`src/sprite_table_pkg.sv`:
```
// shared types and sizes for the sprite attribute table, imported by the RTL and the testbench
package sprite_table_pkg;

	////////////////////////////////////////////////////////////////////////////
	// table geometry
	////////////////////////////////////////////////////////////////////////////

	localparam int num_sprites   = 32;              // entries in the table
	localparam int slot_w        = 5;               // index of one entry
	localparam int coord_w       = 10;              // column and row width
	localparam int offset_w      = 9;               // pattern offset into tile memory
	localparam int sprite_height = 20;              // rows covered, top row .. top row + 19

	////////////////////////////////////////////////////////////////////////////
	// write field codes
	////////////////////////////////////////////////////////////////////////////

	// only two codes touch the table, the other 14 are accepted and ignored
	typedef enum logic [3:0] {
		field_pos    = 4'd0,                        // column and row
		field_offset = 4'd2                         // pattern offset only
	} sprite_field_e;

	////////////////////////////////////////////////////////////////////////////
	// entry and port payloads
	////////////////////////////////////////////////////////////////////////////

	// one table entry, column in the top bits as on the bus
	typedef struct packed {
		logic [coord_w-1:0]  col;                   // screen column
		logic [coord_w-1:0]  row;                   // top row of the sprite
		logic [offset_w-1:0] offset;                // pattern offset
	} sprite_entry_t;                               // 29 bits

	// write request
	typedef struct packed {
		logic [slot_w-1:0] slot;                    // entry to update
		sprite_field_e     field;                   // which fields to take
		sprite_entry_t     data;                    // new values, unused fields ignored
	} sprite_wr_t;                                  // 38 bits

	// pixel under test
	typedef struct packed {
		logic [coord_w-1:0] col;                    // query column
		logic [coord_w-1:0] row;                    // query row
	} pixel_t;                                      // 20 bits

	// query answer
	typedef struct packed {
		logic              hit;                     // some entry covers the pixel
		logic [slot_w-1:0] slot;                    // winning entry, zero on miss
		sprite_entry_t     entry;                   // its contents, zero on miss
	} hit_t;                                        // 35 bits

	// whole table as seen by the search logic
	typedef sprite_entry_t [num_sprites-1:0] entry_array_t;

endpackage

```
`src/sprite_hit_search.sv`:
```
// pixel hit search over the sprite table with a one-deep registered result stage
module sprite_hit_search (
	input  logic                           clk,
	input  logic                           reset,      // sync, active low
	input  sprite_table_pkg::entry_array_t entries,    // live table from the bank
	input  logic                           q_valid,    // query present
	input  sprite_table_pkg::pixel_t       q_pixel,    // column and row to test
	output logic                           q_ready,    // result slot free or draining
	output logic                           res_valid,  // result held
	output sprite_table_pkg::hit_t         res,        // hit flag, slot, entry
	input  logic                           res_ready   // consumer takes result
);

	import sprite_table_pkg::*;

	logic [num_sprites-1:0] match;                  // per-entry cover flags
	hit_t                   hit_d;                  // combinational answer
	logic                   q_fire;                 // query accepted this cycle

	////////////////////////////////////////////////////////////////////////////
	// per-entry span compare
	////////////////////////////////////////////////////////////////////////////

	// one extra bit on the bottom limit so row + 19 near the screen end
	// does not wrap back to the top
	always_comb begin
		logic [coord_w:0] row_lim;                  // first row below the sprite
		for (int i = 0; i < num_sprites; i++) begin
			row_lim  = (coord_w+1)'(entries[i].row) + (coord_w+1)'(sprite_height);
			match[i] = (q_pixel.col == entries[i].col)            // same column
				&& (q_pixel.row >= entries[i].row)                // at or under top
				&& ((coord_w+1)'(q_pixel.row) < row_lim);         // above bottom
		end
	end

	////////////////////////////////////////////////////////////////////////////
	// priority select
	////////////////////////////////////////////////////////////////////////////

	// scan upward, later matches overwrite, so the highest slot wins
	always_comb begin
		hit_d = '0;                                 // miss gives all zero
		for (int i = 0; i < num_sprites; i++) begin
			if (match[i]) begin
				hit_d.hit   = 1'b1;
				hit_d.slot  = slot_w'(i);
				hit_d.entry = entries[i];
			end
		end
	end

	////////////////////////////////////////////////////////////////////////////
	// result stage and handshake
	////////////////////////////////////////////////////////////////////////////

	assign q_ready = !res_valid || res_ready;       // free, or emptied this cycle
	assign q_fire  = q_valid && q_ready;

	always_ff @(posedge clk) begin
		if (!reset) begin
			res_valid <= 1'b0;
		end else if (q_ready) begin
			res_valid <= q_valid;                   // refill or go empty
		end
	end

	// payload loads only on acceptance, held under back-pressure
	always_ff @(posedge clk) begin
		if (q_fire) begin
			res <= hit_d;                           // table as of acceptance cycle
		end
	end

	////////////////////////////////////////////////////////////////////////////
	// checks
	////////////////////////////////////////////////////////////////////////////

	// a stalled result stays put until taken
	a_res_hold: assert property (
		@(posedge clk) disable iff (!reset)
		(res_valid && !res_ready) |=> (res_valid && $stable(res))
	);

endmodule

```
`src/sprite_reg_bank.sv`:
```
// sprite entry registers with field-selective write decode and write acknowledge
module sprite_reg_bank (
	input  logic                           clk,
	input  logic                           reset,      // sync, active low
	input  logic                           wr_valid,   // write request present
	input  sprite_table_pkg::sprite_wr_t   wr,         // slot, field code, new values
	output logic                           wr_ready,   // always accepting
	output logic                           wr_ack,     // one pulse per applied write
	output sprite_table_pkg::entry_array_t entries     // live table contents
);

	import sprite_table_pkg::*;

	logic wr_fire;                                  // write accepted this cycle
	logic field_known;                              // code maps to a real field

	////////////////////////////////////////////////////////////////////////////
	// handshake and decode
	////////////////////////////////////////////////////////////////////////////

	assign wr_ready = 1'b1;                         // one write per cycle, no stall
	assign wr_fire  = wr_valid && wr_ready;

	always_comb begin
		case (wr.field)
			field_pos:    field_known = 1'b1;       // column and row
			field_offset: field_known = 1'b1;       // offset
			default:      field_known = 1'b0;       // accepted, no effect
		endcase
	end

	////////////////////////////////////////////////////////////////////////////
	// entry registers
	////////////////////////////////////////////////////////////////////////////

	// new contents show up to the search from the next cycle on
	always_ff @(posedge clk) begin
		if (!reset) begin
			entries <= '0;                          // every sprite at 0,0, offset 0
			wr_ack  <= 1'b0;
		end else begin
			wr_ack <= wr_fire && field_known;       // registered, one cycle late
			if (wr_fire) begin
				case (wr.field)
					field_pos: begin
						entries[wr.slot].col <= wr.data.col;    // offset kept
						entries[wr.slot].row <= wr.data.row;
					end
					field_offset: begin
						entries[wr.slot].offset <= wr.data.offset; // position kept
					end
					default: ;                      // unknown code, table untouched
				endcase
			end
		end
	end

	////////////////////////////////////////////////////////////////////////////
	// checks
	////////////////////////////////////////////////////////////////////////////

	// ack only follows an accepted write with a real field code
	a_ack_after_write: assert property (
		@(posedge clk) disable iff (!reset)
		wr_ack |-> $past(wr_valid && wr_ready && (wr.field inside {field_pos, field_offset}))
	);

endmodule

```
`src/sprite_table.sv`:
```
// sprite attribute table top, joins the register bank to the hit search
module sprite_table (
	input  logic                         clk,
	input  logic                         reset,      // sync, active low
	// write channel
	input  logic                         wr_valid,
	input  sprite_table_pkg::sprite_wr_t wr,
	output logic                         wr_ready,
	output logic                         wr_ack,
	// query channel
	input  logic                         q_valid,
	input  sprite_table_pkg::pixel_t     q_pixel,
	output logic                         q_ready,
	// result channel
	output logic                         res_valid,
	output sprite_table_pkg::hit_t       res,
	input  logic                         res_ready
);

	import sprite_table_pkg::*;

	entry_array_t entries;                          // bank to search, no delay

	////////////////////////////////////////////////////////////////////////////
	// storage
	////////////////////////////////////////////////////////////////////////////

	sprite_reg_bank u_bank (
		.clk      (clk),
		.reset    (reset),
		.wr_valid (wr_valid),
		.wr       (wr),
		.wr_ready (wr_ready),
		.wr_ack   (wr_ack),
		.entries  (entries)
	);

	////////////////////////////////////////////////////////////////////////////
	// search
	////////////////////////////////////////////////////////////////////////////

	sprite_hit_search u_search (
		.clk       (clk),
		.reset     (reset),
		.entries   (entries),
		.q_valid   (q_valid),
		.q_pixel   (q_pixel),
		.q_ready   (q_ready),
		.res_valid (res_valid),
		.res       (res),
		.res_ready (res_ready)
	);

endmodule

```
`config.mk`:
```
export PLATFORM = sky130hd
export DESIGN_NAME = sprite_table
export DESIGN_NICKNAME = d
export VERILOG_FILES = /design/src/sprite_table_pkg.sv /design/src/sprite_hit_search.sv /design/src/sprite_reg_bank.sv /design/src/sprite_table.sv
export SDC_FILE = /design/constraint.sdc
export NUM_CORES = 2
export LEC_CHECK = 0
export BUFFER_PORTS_ARGS = -buffer_cell sky130_fd_sc_hd__buf_2
export CORE_ASPECT_RATIO = 0.9
export CORE_UTILIZATION = 50
export DETAILED_ROUTE_END_ITERATION = 6
export PLACE_DENSITY = 0.71
export SLEW_MARGIN = 15
export SYNTH_ARGS = -nofsm -noshare
export SYNTH_HDL_FRONTEND = slang
export SYNTH_SLANG_ARGS = --single-unit
```
`constraint.sdc`:
```
create_clock -name clk -period 5.8 [get_ports clk]
set_input_delay 0.58 -clock clk [delete_from_list [all_inputs] [get_ports clk]]
set_output_delay 0.58 -clock clk [all_outputs]
set_load 0.005 [all_outputs]
```
==> results.cfg <==
[setup_path]
crit_arrival_ps = 6180
required_ps = 6430
critPathBufInv = 1
criticalPathCategory = register to register
worstSetupPathDepth = 16
setup.worst_path.start_class = register
crit_chain = inv_1 > nor3_1 > nand3_1 > xnor2_1 > ha_1 > a2111oi_0 > o211ai_1 > a21oi_2 > and2_1 > a21oi_1 > a2111o_1 > a2111oi_2 > o221ai_1 > a2111oi_2 > o21ai_1 > a31oi_1
path_max_fanout = 14
cp_top_family = compound AO/OA/AOI/OAI gates
cpPeakStageDelay_ps = 650
reg2regPathDepth = 16
slowest_stage = a2111oi_2
cp_common_cell = a2111oi_2
end_kind = register

[drt]
post_drt_wl_per_cell_um = 27.4
antenna_left = 0
finalWirelength_um = 286000
first_pass_iters = 7
vias_per_cell = 6.47
drcViolationCount = 8
via_count = 67600
first_iter_violations = 10100

[yosys]
synth_area_leaders = dfxtp_1, ha_1, nand2_1
ys.flop_type = dfxtp_1
yosysWarnings = 0
ys_ff_latch = 965
synthArstFlopShare = 0
syn_avg_cell_area_um2 = 7.61
synth_top_cell_by_area = dfxtp_1
ys_seq_area_frac = 0.296
synth_fp_nets = 9392
synth.distinct_cells = 88
synth_edf_count = 35
yosysTopAreaCellShare = 0.281
synthCells = 8721
netlist_area_mm2 = 0.0664

[run_status]
violations = DRC
outcome = finished, violations left

[place]
place_inst = 10200
placed_area_mm2 = 0.0694
globalplace.congestion = 1.09
portBuffers = 100
dp_hpwl_um = 203000
dp_slack_ps = 406

[clock_tree]
cts.sinks = 965
cts_setup_buffers = 0
cts_tree = built
cts_resized = 0
cts_max_path_buffers = 3
cts-buffers-inserted = 107
clock-root-buffer = clkbuf_16
hold_buffers = 0
clock_latency_ps = 790
clkTransAtPathRegs_ps = 60
htreeDepth = 3

[power_and_ir_drop]
irDropWorstVdd_mv = 0.303
p_sw_mw = 4.17
combinationalPowerShare = 0.092
power_frac_seq = 0.424
swShare = 0.264
power_density_mw_per_mm2 = 216
clkPwrFrac = 0.483
power_leakage_nw = 26.3
power_mw = 15.8
p_int_mw = 11.6

[cells_and_area]
regArea_mm2 = 0.0197
multi_input_area_mm2 = 0.0427
drive_gt1_frac = 0.0790
nFillCells = 12400
final_common_cell = nand2_1
stdcell_count = 10400
postLayoutCellArea_mm2 = 0.0733
nNetsFinal = 9292
most-common-layout-cells = nand2_1, a21boi_0, dfxtp_1
area.growth.synth_to_final_pct = 10.4
postLayoutCoreUtil = 0.557

[timing]
setup_violations = 0
finalSetupTns_ps = 0
clock_skew_ps = 52.2
fmax_ghz = 0.180
slew_headroom = 0.119
fin_crit_ps = 5550
finalHoldViolCount = 0
worst_pin_slew_ps = 1310
rsz0062_at_grt = false
postLayoutSetupSlackWorst_ps = 254
drv_slew = 0
hold_ws_ps = 73.7
fin_crit_sh = 0.956

[floorplanning]
initial_utilization = 0.505
die-area_mm2 = 0.134
ios = 102
fp.dieW_um = 386
rows = 126
die_y_um = 348
core-area_mm2 = 0.131

[grt]
overflow = 0
grtUsageTotal = 0.413
grt_antenna_before_repair = 15
grt_max_degree = 235
grt_pass1_wl_um = 415000
grt_pass1_vias = 61400

[worst_hold_path]
min_path_cells = 3
hold_path.class = input pin to register

[flow_run]
cap_violations = 0
-- cells in the mapped netlist (34+ instances only) --
cell       count
a21oi_1      372
edfxtp_1      35
o21a_1        68
nand3_1      409
nor2b_1       40
o21ai_0      425
inv_1        413
nor2_1       323
xor2_1       181
nand2b_1      54
a2111oi_0     41
o211ai_1      46
dfxtp_1      930
a21boi_0     934
nor4_1        50
buf_2         46
nand4_1       67
o2111ai_1     74
a21o_1        43
a211oi_1      57
a31oi_1       34
ha_1         608
nor3_1       118
xnor2_1      331
clkbuf_1     517
nand2_1     1982
-- worst reg2reg max path, stage by stage, from the launching register on --
cell,delay (ps)
dfxtp_1,500
inv_1,150
nor3_1,310
nand3_1,140
xnor2_1,160
ha_1,210
a2111oi_0,570
o211ai_1,230
a21oi_2,260
and2_1,510
a21oi_1,100
a2111o_1,480
a2111oi_2,400
o221ai_1,280
a2111oi_2,650
o21ai_1,260
a31oi_1,220
-- power groups by stage --
| stage | clock network (mW) | registers [mW] | logic, mW |
|---|---|---|---|
| floorplan | 0 | 6.84 | 0.787 |
| global placement | 0 | 6.85 | 1.36 |
| detailed placement | 0 | 6.85 | 1.39 |
| CTS | 7.62 | 6.70 | 1.39 |
| global route | 7.90 | 6.70 | 1.52 |
| finish | 7.63 | 6.70 | 1.46 |
-- sequential cells by signal, summed over array words and instances, names as in the netlist --
register / cells
u_bank.entries: 928
u_search.res_valid: 1
u_bank.wr_ack: 1
u_search.res: 35
-- area by class of cell --
class,count,share of cell area
Multi-Input combinational cell,6719,0.582
Sequential cell,965,0.268
Timing Repair Buffer,413,0.0451
Clock buffer,153,0.0440
Tap cell,1728,0.0295
Inverter,415,0.0213
Clock inverter,47,0.00915
Antenna cell,4,0.000137
-- cell families (layout without fill, tap and decap cells) --
family / count (synthesis) / after routing / share of synthesized area
AND/OR/NAND/NOR: 3182 / 3182 / 0.205
multiplexers: 43 / 43 / 0.00673
XOR/XNOR: 512 / 512 / 0.0676
flip-flops: 965 / 965 / 0.296
buffers and inverters: 1037 / 1028 / 0.0632
other: 1 / 5 / 0.0000565
AO/OA/AOI/OAI: 2373 / 2373 / 0.247
adder cells (fa/ha/maj): 608 / 608 / 0.115
-- layer usage --
metal	wire length, um	global-route usage	vias up
met1	117000	0.584	32200
met4	15500	0.192	16
met5	103	0	-
li1	-	-	30000
met2	111000	0.555	4538
met3	43400	0.139	846
-- final timing paths --
path / start / end / slack (ps)
setup reg to reg: u_bank.entries[72] / u_search.res[27] / 250
hold / removal: q_valid / u_search.res_valid / 70
setup / recovery: u_bank.entries[72] / u_search.res[27] / 250
hold reg to reg: u_bank.entries[557] / u_bank.entries[557] / 460
Power figures use the tool's default switching activity.
